===== config.mk =====
export PLATFORM = sky130hd
export DESIGN_NAME = msgq_top
export DESIGN_NICKNAME = d
export VERILOG_FILES = /design/src/rtl/msgq_pkg.sv /design/src/rtl/msgq_if.sv /design/src/rtl/domain_arbiter.sv /design/src/rtl/msgq_top.sv /design/src/rtl/queue_ctrl.sv /design/src/rtl/queue_store.sv /design/src/rtl/tagged_queue.sv
export SDC_FILE = /design/constraint.sdc
export NUM_CORES = 1
export LEC_CHECK = 0
export BUFFER_PORTS_ARGS = -buffer_cell sky130_fd_sc_hd__buf_4
export CAP_MARGIN = 30
export CORE_UTILIZATION = 50
export DETAILED_ROUTE_END_ITERATION = 7
export GPL_TIMING_DRIVEN = 0
export PLACE_DENSITY_LB_ADDON = 0.08
export SLEW_MARGIN = 5
export SYNTH_ARGS = -nofsm -noshare
export SYNTH_HDL_FRONTEND = slang
export SYNTH_SLANG_ARGS = --single-unit

===== constraint.sdc =====
create_clock -name clk -period 2.1 [get_ports clk]
set_clock_uncertainty 0.15 [all_clocks]
set_input_delay 0.105 -clock clk [delete_from_list [all_inputs] [get_ports clk]]
set_output_delay 0.105 -clock clk [all_outputs]
set_load 0.005 [all_outputs]

===== src/rtl/msgq_pkg.sv =====
// Shared constants and typedefs for the domain-tagged message queue
// Queue depth, message width, pointer and free-count widths

package msgq_pkg;

  // ------------------------------------------------------------
  // Sizing
  // ------------------------------------------------------------

  // Number of queue entries
  localparam int NUM_MSGS  = 4;

  // Pointer and address width, enough to index every entry
  localparam int ADDR_BITS = $clog2(NUM_MSGS);

  // Message payload width
  localparam int MSG_BITS  = 32;

  // ------------------------------------------------------------
  // Types
  // ------------------------------------------------------------

  // Message payload
  typedef logic [MSG_BITS-1:0]  msg_t;

  // Domain tag, 0 for normal and 1 for secure
  typedef logic                 domain_t;

  // Register file address and queue pointer
  typedef logic [ADDR_BITS-1:0] addr_t;

  // Free-entry count, one bit wider so it can reach NUM_MSGS
  typedef logic [ADDR_BITS:0]   count_t;

endpackage


===== src/rtl/msgq_if.sv =====
// Valid/ready message channel with domain tag
// Producer and consumer modports

`timescale 1ns/1ps

interface msgq_if;

  // ------------------------------------------------------------
  // Channel signals
  // ------------------------------------------------------------

  // Producer has a message this cycle
  logic               val;
  // Message payload, held stable while val waits for rdy
  msgq_pkg::msg_t     msg_data;
  // Domain the message belongs to
  msgq_pkg::domain_t  domain;
  // Consumer can take a message this cycle
  logic               rdy;

  // ------------------------------------------------------------
  // Modports
  // ------------------------------------------------------------

  // Side that sends messages
  modport producer (
    output val,
    output msg_data,
    output domain,
    input  rdy
  );

  // Side that takes messages
  modport consumer (
    input  val,
    input  msg_data,
    input  domain,
    output rdy
  );

endinterface


===== src/rtl/domain_arbiter.sv =====
// Round-robin merge of the normal and secure producer ports
// Tags each forwarded message with the port it came from

`timescale 1ns/1ps

module domain_arbiter (
  input  logic               clk,
  input  logic               reset,

  // Port 0, normal domain
  input  logic               in0_val,
  output logic               in0_rdy,
  input  msgq_pkg::msg_t     in0_msg,

  // Port 1, secure domain
  input  logic               in1_val,
  output logic               in1_rdy,
  input  msgq_pkg::msg_t     in1_msg,

  // Merged stream towards the queue
  msgq_if.producer           out
);

  // ------------------------------------------------------------
  // Selection
  // ------------------------------------------------------------

  // Port favored when both are valid, 0 after reset
  msgq_pkg::domain_t prio;
  // Port granted this cycle, doubles as the domain tag
  msgq_pkg::domain_t sel;
  logic              xfer;

  always_comb begin
    if (in0_val && in1_val) begin
      // Contention goes to the favored port
      sel = prio;
    end else begin
      // Lone requester wins, port 0 when idle
      sel = in1_val;
    end
  end

  // ------------------------------------------------------------
  // Forwarding
  // ------------------------------------------------------------

  assign out.val      = in0_val || in1_val;
  assign out.msg_data = sel ? in1_msg : in0_msg;
  assign out.domain   = sel;

  // Only the granted port sees the queue's ready
  assign in0_rdy = in0_val && (sel == 1'b0) && out.rdy;
  assign in1_rdy = in1_val && (sel == 1'b1) && out.rdy;

  assign xfer = out.val && out.rdy;

  // ------------------------------------------------------------
  // Priority update
  // ------------------------------------------------------------

  // Favor the port that was not served after every transfer
  always_ff @(posedge clk) begin
    if (!reset) begin
      prio <= 1'b0;
    end else if (xfer) begin
      prio <= ~sel;
    end
  end

endmodule


===== src/rtl/msgq_top.sv =====
// Top level of the domain-tagged message queue subsystem
// Arbiter feeding the tagged queue, plain ports at the boundary

`timescale 1ns/1ps

module msgq_top (
  input  logic               clk,
  input  logic               reset,

  // Normal domain producer
  input  logic               in0_val,
  output logic               in0_rdy,
  input  msgq_pkg::msg_t     in0_msg,

  // Secure domain producer
  input  logic               in1_val,
  output logic               in1_rdy,
  input  msgq_pkg::msg_t     in1_msg,

  // Consumer side
  output logic               out_val,
  input  logic               out_rdy,
  output msgq_pkg::msg_t     out_msg,
  output msgq_pkg::domain_t  out_domain,

  // Entries still available in the queue
  output msgq_pkg::count_t   num_free_entries
);

  // ------------------------------------------------------------
  // Internal channels
  // ------------------------------------------------------------

  // Arbiter output into the queue
  msgq_if arb_to_q ();
  // Queue output, broken out onto plain ports below
  msgq_if q_out ();

  // ------------------------------------------------------------
  // Instances
  // ------------------------------------------------------------

  domain_arbiter arb (
    .clk     (clk),
    .reset   (reset),
    .in0_val (in0_val),
    .in0_rdy (in0_rdy),
    .in0_msg (in0_msg),
    .in1_val (in1_val),
    .in1_rdy (in1_rdy),
    .in1_msg (in1_msg),
    .out     (arb_to_q.producer)
  );

  tagged_queue queue (
    .clk              (clk),
    .reset            (reset),
    .enq              (arb_to_q.consumer),
    .deq              (q_out.producer),
    .num_free_entries (num_free_entries)
  );

  // Output channel to top-level ports
  assign out_val    = q_out.val;
  assign out_msg    = q_out.msg_data;
  assign out_domain = q_out.domain;
  assign q_out.rdy  = out_rdy;

endmodule


===== src/rtl/queue_ctrl.sv =====
// Control logic for the multi-entry message queue
// Enqueue and dequeue pointers, full flag, handshake and free count

`timescale 1ns/1ps

module queue_ctrl (
  input  logic                clk,
  input  logic                reset,

  // Enqueue side
  input  logic                enq_val,
  output logic                enq_rdy,

  // Dequeue side
  output logic                deq_val,
  input  logic                deq_rdy,

  // Register file control
  output logic                write_en,
  output msgq_pkg::addr_t     write_addr,
  output msgq_pkg::addr_t     read_addr,

  // Entries still available
  output msgq_pkg::count_t    num_free_entries
);

  // ------------------------------------------------------------
  // State
  // ------------------------------------------------------------

  msgq_pkg::addr_t  enq_ptr;
  msgq_pkg::addr_t  deq_ptr;
  // Tells a full queue apart from an empty one when pointers match
  logic             full;

  logic             do_enq;
  logic             do_deq;
  logic             empty;

  // Pointer increments, computed one bit wider to catch the wrap
  msgq_pkg::count_t enq_plus1;
  msgq_pkg::count_t deq_plus1;
  msgq_pkg::addr_t  enq_ptr_inc;
  msgq_pkg::addr_t  deq_ptr_inc;

  // ------------------------------------------------------------
  // Handshake
  // ------------------------------------------------------------

  // Transfers happen only when val and rdy are both high
  assign do_enq = enq_val && enq_rdy;
  assign do_deq = deq_val && deq_rdy;

  assign empty  = !full && (enq_ptr == deq_ptr);

  // Ready from the full flag alone, no dequeue look-through
  assign enq_rdy = !full;
  // Valid from the stored state alone, no bypass
  assign deq_val = !empty;

  // Write the slot under the enqueue pointer on every enqueue
  assign write_en   = do_enq;
  assign write_addr = enq_ptr;
  assign read_addr  = deq_ptr;

  // ------------------------------------------------------------
  // Pointer update
  // ------------------------------------------------------------

  // Wrap at NUM_MSGS so depths that are not a power of two work
  assign enq_plus1   = {1'b0, enq_ptr} + 1'b1;
  assign deq_plus1   = {1'b0, deq_ptr} + 1'b1;
  assign enq_ptr_inc = (enq_plus1 == msgq_pkg::count_t'(msgq_pkg::NUM_MSGS)) ?
                       '0 : enq_plus1[msgq_pkg::ADDR_BITS-1:0];
  assign deq_ptr_inc = (deq_plus1 == msgq_pkg::count_t'(msgq_pkg::NUM_MSGS)) ?
                       '0 : deq_plus1[msgq_pkg::ADDR_BITS-1:0];

  always_ff @(posedge clk) begin
    if (!reset) begin
      enq_ptr <= '0;
      deq_ptr <= '0;
      full    <= 1'b0;
    end else begin
      if (do_enq) begin
        enq_ptr <= enq_ptr_inc;
      end
      if (do_deq) begin
        deq_ptr <= deq_ptr_inc;
      end
      // Fills when an enqueue alone catches up with the dequeue pointer
      if (do_enq && !do_deq && (enq_ptr_inc == deq_ptr)) begin
        full <= 1'b1;
      end else if (do_deq && full) begin
        full <= 1'b0;
      end
    end
  end

  // ------------------------------------------------------------
  // Free-entry count
  // ------------------------------------------------------------

  always_comb begin
    if (full) begin
      num_free_entries = '0;
    end else if (empty) begin
      num_free_entries = msgq_pkg::count_t'(msgq_pkg::NUM_MSGS);
    end else if (enq_ptr > deq_ptr) begin
      // Stored entries sit between the pointers without a wrap
      num_free_entries = msgq_pkg::count_t'(msgq_pkg::NUM_MSGS)
                       - msgq_pkg::count_t'(enq_ptr - deq_ptr);
    end else begin
      // Enqueue pointer has wrapped, so the gap is the free space
      num_free_entries = msgq_pkg::count_t'(deq_ptr - enq_ptr);
    end
  end

endmodule


===== src/rtl/queue_store.sv =====
// Register file for the message queue
// One write port and one combinational read port for message and tag

`timescale 1ns/1ps

module queue_store (
  input  logic               clk,

  // Write port
  input  logic               write_en,
  input  msgq_pkg::addr_t    write_addr,
  input  msgq_pkg::msg_t     write_data,
  input  msgq_pkg::domain_t  write_domain,

  // Read port
  input  msgq_pkg::addr_t    read_addr,
  output msgq_pkg::msg_t     read_data,
  output msgq_pkg::domain_t  read_domain
);

  // ------------------------------------------------------------
  // Storage
  // ------------------------------------------------------------

  // Payload per entry
  msgq_pkg::msg_t    msg_mem [msgq_pkg::NUM_MSGS];
  // Domain tag per entry written alongside the payload
  msgq_pkg::domain_t tag_mem [msgq_pkg::NUM_MSGS];

  // Synchronous write of payload and tag
  always_ff @(posedge clk) begin
    if (write_en) begin
      msg_mem[write_addr] <= write_data;
      tag_mem[write_addr] <= write_domain;
    end
  end

  // ------------------------------------------------------------
  // Read
  // ------------------------------------------------------------

  // Head entry shows up in the same cycle deq_val is high
  assign read_data   = msg_mem[read_addr];
  assign read_domain = tag_mem[read_addr];

endmodule


===== src/rtl/tagged_queue.sv =====
// Domain-tagged message queue
// Controller and register file joined behind two valid/ready channels

`timescale 1ns/1ps

module tagged_queue (
  input  logic              clk,
  input  logic              reset,

  // Incoming messages
  msgq_if.consumer          enq,

  // Outgoing messages
  msgq_if.producer          deq,

  // Entries still available
  output msgq_pkg::count_t  num_free_entries
);

  // ------------------------------------------------------------
  // Controller to storage
  // ------------------------------------------------------------

  logic            write_en;
  msgq_pkg::addr_t write_addr;
  msgq_pkg::addr_t read_addr;

  // Handshake side, val and rdy only
  queue_ctrl ctrl (
    .clk              (clk),
    .reset            (reset),
    .enq_val          (enq.val),
    .enq_rdy          (enq.rdy),
    .deq_val          (deq.val),
    .deq_rdy          (deq.rdy),
    .write_en         (write_en),
    .write_addr       (write_addr),
    .read_addr        (read_addr),
    .num_free_entries (num_free_entries)
  );

  // Data side, payload and tag travel together per entry
  queue_store store (
    .clk          (clk),
    .write_en     (write_en),
    .write_addr   (write_addr),
    .write_data   (enq.msg_data),
    .write_domain (enq.domain),
    .read_addr    (read_addr),
    .read_data    (deq.msg_data),
    .read_domain  (deq.domain)
  );

endmodule


; ---- After elaboration in Yosys (flattened, before gate mapping)
; Memories as Yosys holds them, arrays and structs flattened. A register that Yosys moved wholly into a read port is not among the register bits.
; Index checks and enable logic that the tools add are counted.
[totals]
reg_bits = 6
ramBits = 132
inputBits = 69
out_inout_bits = 39
elab_cells = 48
mem_count = 2
[mem_list]
columns = memory, words, width, read_ports, rd_ports_with_merged_regs, wr, line_no
row1 = queue.store.msg_mem, 4, 32, 1, 1, 1, queue_store.sv:26  ; msgq_pkg::msg_t msg_mem [msgq_pkg::NUM_MSGS];
row2 = queue.store.tag_mem, 4, 1, 1, 1, 1, queue_store.sv:28  ; msgq_pkg::domain_t tag_mem [msgq_pkg::NUM_MSGS];
[classes]
add_sub_neg = 5
n_lt_le_gt_ge = 1
n_eq_ne = 4
mux = 15
bitwise = 1
n_reduce_logical = 16
[ops]
columns = operator, n
row1 = 32-bit two-way mux, 1
row2 = 2-bit two-way mux, 6
row3 = 1-bit logical AND, 11
row4 = 3-bit two-way mux, 3
row5 = "2-bit by 1-bit adder with 3-bit output, second input constant", 2
row6 = "3-bit == test, second input constant", 2
row7 = 2-bit by 2-bit subtractor with 3-bit output, 2
row8 = 1-bit two-way mux, 5
row9 = 2-bit == test, 2
row10 = 1-bit zero test, 3
row11 = "3-bit subtractor, first input constant", 1
row12 = 2-bit > comparator, 1
row13 = 2-bit nonzero test, 1
row14 = 1-bit logical OR, 1
row15 = 1-bit NOT, 1

; ---- Depth between registers and ports, before layout
; Gate-level depths: netlist of the first run.
[depth]
word_depth = 8
ltp_mapped = 7

; ---- Modules after synthesis
; Synthesis of the first run repeated with hierarchy kept, for this count alone.
[hier_totals]
cells_unflattened = 261
hier_area_um2 = 5644.2
[modules_own_cells]
columns = module, instances, cells_each, area_per_inst_um2, seq_area_each_um2
row1 = queue_store, 1, 177, 4839.6, 3963.8
row2 = domain_arbiter, 1, 46, 476.7, 20.0
row3 = queue_ctrl, 1, 38, 327.8, 100.1

; ---- Least setup slack after synthesis of the first run
; OpenSTA, ideal clock, no wires.
[synth_path]
path_type = reg-to-reg
startpoint = register queue.ctrl.enq_ptr[1] (netlist: queue.ctrl.write_addr[1])
endpoint = memory queue.store.msg_mem[1][0] in the netlist's numbering (enable)
setup_time_ps = 393
arrival_ps = 1421
required_ps = 1557
path_slack_ps = 136
stages_incl_launch_ff = 4
n_path_buf = 0
synth_period_minus_slack_ps = 1964
cell_sequence = dfxtp_1 -> inv_1 -> ha_1 -> and2_1
[synth_lines]
columns = item, line_no
row1 = start: declaration, queue_ctrl.sv:31  ; msgq_pkg::addr_t enq_ptr;
row2 = start signal: assignment, queue_ctrl.sv:85  ; enq_ptr <= enq_ptr_inc;
row3 = end: declaration, queue_store.sv:26
; Straight into the memory's write port.

; ---- Worst setup path after layout of the first run
[layout_path]
startpoint = register queue.ctrl.deq_ptr[0] (netlist: queue.ctrl.read_addr[0])
endpoint = output port num_free_entries[1]
[layout_between]
elab_chain_cells = 5
word_cells_on_any_way = 9
[layout_rtl]
columns = item, line_no
row1 = start: declaration, queue_ctrl.sv:32  ; msgq_pkg::addr_t deq_ptr;
row2 = start signal: assignment, queue_ctrl.sv:88  ; deq_ptr <= deq_ptr_inc;
row3 = 2-bit by 2-bit subtractor with 3-bit output, queue_ctrl.sv:111  ; - msgq_pkg::count_t'(enq_ptr - deq_ptr);
row4 = 3-bit subtractor, queue_ctrl.sv:111
row5 = 3-bit two-way mux, queue_ctrl.sv:108  ; end else if (enq_ptr > deq_ptr) begin
row6 = 3-bit two-way mux *, queue_ctrl.sv:106  ; end else if (empty) begin
row7 = 3-bit two-way mux *, queue_ctrl.sv:104  ; if (full) begin
row8 = end: declaration, msgq_top.sv:27  ; output msgq_pkg::count_t num_free_entries
; Every way passes the cells marked *; elsewhere a longest branch is shown, timed or not.

==> impl_metrics.tcl, run 1 <==
set metrics [dict create \
    status "completed" \
    root_buffer "clkbuf_16" \
    post-dp-hpwl_um 6540 \
    hold_viol_final 0 \
    clk_pin_slew_ps 50 \
    hold_ws_ps 360 \
    mappedNetlistArea_mm2 0.00568 \
    slew_viol_final 0 \
    drc 0 \
    fmax_ghz 0.494 \
    core_mm2 0.0109 \
    die_h_um 109 \
    clock_latency_ps 410 \
    postRouteAntennaNets 0 \
    worstPathArrival_ps 1770 \
    fin_area_mm2 0.00817 \
    finish.net_count 545 \
    crit_slowest_cell "fa_1" \
    synth_cell_types 26 \
    wl_met1_um 4650 \
    fin_crit_sh 0.964 \
    dr_wl_met3_um 585 \
    hold_start "queue.ctrl.read_addr[0]" \
    fill_cells 651 \
    wl_per_cell_um 18.1 \
    portBuffers 107 \
    final_cell_mix "edfxtp_1, buf_4, dlygate4sd3_1, mux4_2, mux2_2" \
    crit_family "adder cells" \
    cts.sinks 140 \
    worstHoldPathType "reg -> reg" \
    syn_avg_cell_area_um2 21.4 \
    dp.cells 517 \
    grt-ovfl-total 0 \
    first_global_vias 3480 \
    die_x_um 109 \
    setup-violations-final 0 \
    required_ps 1850 \
    reg2reg_slack_ps 230 \
    crit_path_max_fanout 4 \
    dieArea_mm2 0.0118 \
    dr_wl_met2_um 5880 \
    top_layer_used "met4" \
    start_kind "flip-flop" \
    synth_seq_cells 140 \
    io_pins 108 \
    vias_per_cell 5.12 \
    final_common_cell "edfxtp_1" \
    drtIter0Drc 130 \
    crit_path_max_incr_delay_ps 510 \
    fin_cells 620 \
    antenna_found_initial 0 \
    rows 38 \
    cap_violations 0 \
    diodes 0 \
    htree_levels 4 \
    wl_um 11300 \
    worst-setup-path-type "reg -> out" \
    synthCells 266 \
    area_growth_pct 43.6 \
    timing.setup.tns_ps 0 \
    drive_gt1_frac 0.477 \
    cts_buffers 17 \
    synth_fp_nets 344 \
    worst_pin_slew_ps 556 \
    vias 3176 \
    cp_cell_sequence "inv_1 > ha_2 > inv_2 > fa_1 > and3b_1 > buf_4" \
    power.density_mw_per_mm2 1240 \
    grt_max_degree 21 \
    worstReg2RegStart "queue.ctrl.write_addr[0]" \
    leakagePower_uw 0.00305 \
    crit_start "queue.ctrl.read_addr[0]" \
    cts_tree "yes" \
    yosysSeqAreaShare 0.726 \
    yosysWarnings 0 \
    start_util 0.520 \
    crit_buf_inv 3 \
    grt_pass1_wl_um 17300 \
    critPathCaptureType "primary output" \
    slew_headroom 0.629 \
    firstDrtPassIters 4 \
    routabilityCongestion 0.674 \
    cts_max_path_buffers 2 \
    ir_drop_v 0.000867 \
    place_area_mm2 0.00678 \
    grt.total_usage 0.209 \
    period_needed_ps 2030 \
]
[synth_stat cells]
library cell | number | share of area
a21boi_0 | 1 | 0.0013
and2_1 | 4 | 0.0044
and2_2 | 1 | 0.0013
and3b_1 | 1 | 0.0015
buf_2 | 5 | 0.0044
buf_6 | 4 | 0.0079
buf_8 | 2 | 0.0053
clkbuf_1 | 1 | 0.00066
dfxtp_1 | 8 | 0.028
edfxtp_1 | 132 | 0.70
fa_1 | 1 | 0.0035
ha_1 | 8 | 0.018
inv_1 | 7 | 0.0046
mux2_2 | 32 | 0.063
mux2i_1 | 3 | 0.0053
mux4_2 | 33 | 0.13
nand2_1 | 8 | 0.0053
nor2_1 | 7 | 0.0046
nor2b_1 | 1 | 0.0011
nor3_1 | 1 | 0.00088
o211a_1 | 1 | 0.0018
o21ai_4 | 1 | 0.0029
o21bai_1 | 1 | 0.0013
o221a_2 | 1 | 0.0020
or3_1 | 1 | 0.0011
xor2_1 | 1 | 0.0015
[cells by family (layout without fill, tap and decap cells)]
| kind of cell | Yosys count | after routing | synth area share |
|---|---|---|---|
| DFF | 140 | 140 | 0.726 |
| muxes | 68 | 68 | 0.199 |
| and+or+nand+nor | 24 | 24 | 0.0203 |
| buffers and inverters | 19 | 233 | 0.0229 |
| adders and majority gates | 9 | 9 | 0.0211 |
| AOI/OAI and AO/OA | 5 | 5 | 0.00925 |
| xor gates and xnor gates | 1 | 1 | 0.00154 |
[power breakdown]
part | switching [uW] | internal (uW) | total, uW
Combinational | 1310 | 1680 | 2980
Clock | 1020 | 2110 | 3140
Sequential | 162 | 3840 | 4000
Total | 2490 | 7630 | 10100
[registers in the layout, indices dropped and copies added (netlist names), named ones only]
register,cells
arb.prio,1
queue.store.msg_mem,128
queue.ctrl.full,1
queue.store.tag_mem,4
queue.ctrl.write_addr,2
queue.ctrl.read_addr,2
[through the flow]
| step | setup WS [ps] | total power [uW] | util |
|---|---|---|---|
| global route | -8.57 | 10600 | 0.747 |
| finish | 74.7 | 10100 | 0.747 |
| global placement | -567 | 6680 | 0.609 |
| CTS | -42.1 | 10200 | 0.743 |
| detailed placement | 196 | 6880 | 0.620 |
| floorplan | 136 | 5480 | - |
[repair_timing]
item	CTS	global route
endpoints found under the setup margin	31	31
hold buffers	70	0
resized for setup	6	12
endpoints found under the hold margin	136	0
buffers inserted	0	2
pin swaps	0	2
[area by class of cell]
class	count	area [um2]	area share
clock inverter	6	133	0.0162
buffer	11	135	0.0165
sequential	140	4130	0.506
multi-input combinational	107	1440	0.176
clock buffer	26	499	0.0611
inverter	7	26.3	0.00322
tap	140	175	0.0215
timing repair buffer	183	1630	0.200
[per-layer routing]
metal / vias to the layer above / GRT usage
li1: 1484 / -
met1: 1580 / 0.249
met2: 98 / 0.358
met3: 14 / 0.0580
met4: 0 / 0.0907
met5: - / 0
[worst register-to-register path: stages (launching register included)]
cell           delay, ps
dfxtp_4              360
buf_4                120
inv_1                 50
ha_1                 330
mux2i_1              140
nor2b_1               60
dlygate4sd3_1        550
[worst paths after layout]
kind                              endpoint  cells after the start
hold reg to reg    queue.ctrl.read_addr[0]                      2
setup reg to reg  queue.ctrl.write_addr[1]                      6
setup / recovery       num_free_entries[1]                      6
hold / removal     queue.ctrl.read_addr[0]                      2
(Power assumes the default switching activity.)
==> run 2: changes to the inputs <==
Settings changed: CORE_MARGIN set to 10.
==> run 2 against run 1 <==
  * Clock power fell by 9.6%
  * First-iteration DRC count is 22% higher
  * Critical path depth down 2
  * Core utilization decreased by 0.98 points
  * Sequential cell count is the same
  * Final area decreased by 0.89%
  * Hold slack improved by 37 ps
  * Final cell count rose by 0.48%
  * Routed wire length grew 11%
  * Critical endpoint is now out_msg[29]
  * Largest power group unchanged
==> impl_metrics.tcl, run 2 (synthesized netlist as in run 1, its figures left out) <==
set metrics [dict create \
    status "completed" \
    slew_headroom 0.694 \
    r2r_end "queue.ctrl.write_addr[1]" \
    cts_tree "yes" \
    worst-setup-path-type "reg -> out" \
    reg.largest.list "queue.store.msg_mem: 128 flops, queue.store.tag_mem: 4 flops" \
    period_needed_ps 2010 \
    core_mm2 0.0110 \
    grt.total_usage 0.156 \
    drtIter0Drc 158 \
    wl_um 12400 \
    area_growth_pct 42.4 \
    hold_ws_ps 398 \
    root_buffer "clkbuf_16" \
    postRouteAntennaNets 0 \
    vias 3180 \
    leakagePower_uw 0.00301 \
    htree_levels 4 \
    firstDrtPassIters 4 \
    hold_viol_final 0 \
    final_common_cell "edfxtp_1" \
    io_pins 108 \
    largest_register_ffs 128 \
    pre_cts_ws_ps 323 \
    critPathCaptureType "primary output" \
    rows 38 \
    start_util 0.518 \
    diodes 0 \
    finish.net_count 548 \
    fill_cells 663 \
    slew_viol_final 0 \
    worst_slack_ps 91.7 \
    hold_start "reset" \
    die_x_um 127 \
    start_kind "flip-flop" \
    drive_gt1_frac 0.480 \
    final_util 0.737 \
    clk_pin_slew_ps 60 \
    first_global_vias 3616 \
    final_cell_mix "edfxtp_1, buf_4, dlygate4sd3_1, mux4_2, mux2_2" \
    worstHoldPathType "in -> reg" \
    setup-violations-final 0 \
    worst_pin_slew_ps 458 \
    fmax_ghz 0.498 \
    place_area_mm2 0.00675 \
    grt_max_degree 31 \
    final-seq-area_mm2 0.00413 \
    reg2regPathDepth 5 \
    cts_max_path_buffers 2 \
    dieArea_mm2 0.0160 \
    grt-ovfl-total 0 \
    post-dp-hpwl_um 7590 \
    cap_violations 0 \
    drc 0 \
    reg2reg_slack_ps 290 \
    portBuffers 107 \
    required_ps 1850 \
    hold_end "queue.ctrl.full" \
    antenna_found_initial 0 \
    fin_crit_sh 0.956 \
    cts.sinks 140 \
    rsz0062_at_grt "no" \
    die_h_um 127 \
    multi_input_area_mm2 0.00144 \
    worstReg2RegStart "queue.ctrl.write_addr[1]" \
    fin_area_mm2 0.00809 \
    top_register "queue.store.msg_mem" \
    clock_latency_ps 400 \
    power.density_mw_per_mm2 1220 \
    ir_drop_v 0.000810 \
    wl_per_cell_um 20.0 \
    routabilityCongestion 0.755 \
    timing.setup.tns_ps 0 \
    hold_depth 3 \
    vias_per_cell 5.10 \
    worstPathArrival_ps 1750 \
    cts_buffers 17 \
    crit_path_max_fanout 10 \
    grt_pass1_wl_um 19600 \
]
==> run 2: changes by cell type in the layout (fill, tap and decap cells not counted), sizes merged <==
cell | before | now
bufinv | 4 | 1
clkinvlp | 1 | 5
clkbuf | 28 | 20
buf | 122 | 125
clkinv | 1 | 2
inv | 7 | 13
==> run 2: worst max-delay path by stage <==
stage / start / endpoint / slack, ps / cells past startpoint
after floorplan: queue.ctrl.write_addr[1] / queue.store.msg_mem[1][0] / 140 / 3
final: flip-flop / out_msg[29] / 90 / 4
after global placement: queue.ctrl.full / queue.store.msg_mem[0][5] / -580 / 3
after global routing: queue.ctrl.read_addr[0] / num_free_entries[1] / 4 / 6
after CTS: flip-flop / out_msg[29] / -40 / 4
after detailed placement: arb.prio / queue.store.msg_mem[3][7] / 320 / 3
==> run 2: layout make-up <==
class,count,share of cell area
Buffer,11,0.0173
Clock inverter,14,0.0167
Multi-Input combinational cell,107,0.177
Inverter,7,0.00325
Sequential cell,140,0.510
Clock buffer,18,0.0530
Timing Repair Buffer,186,0.200
Tap cell,140,0.0216
==> run 2: routing by layer <==
metal  vias to the layer above  GRT usage  share of wire
met5                         -          0              0
met2                        83      0.266           0.53
met4                         0     0.0442         0.0056
li1                       1486          -              -
met3                         7     0.0504          0.050
met1                      1604      0.186           0.42
==> run 2: power breakdown <==
part	switching [uW]	internal, uW	leakage [uW]
Combinational	1340	1660	0.00146
Sequential	163	3830	0.00129
Clock	1190	1650	0.000260
==> run 2: what timing repair did <==
| item | CTS | global route |
|---|---|---|
| endpoints found under the setup margin | 31 | 23 |
| setup buffers | 0 | 5 |
| cloned | 0 | 0 |
| hold buffers | 70 | 0 |
| endpoints found under the hold margin | 136 | 0 |
| gates resized for setup | 6 | 9 |
| pin swaps | 0 | 2 |
==> run 2: stage by stage <==
stage	total power, uW	std cells
global route	10300	623
floorplan	5480	266
detailed placement	6890	517
finish	9830	623
CTS	9880	619
global placement	6740	513
==> run 2: critical path: stages, from the launching register on <==
cell and delay [ps]:
dfxtp_1 340, buf_6 150, buf_12 160, mux4_2 520, buf_4 160
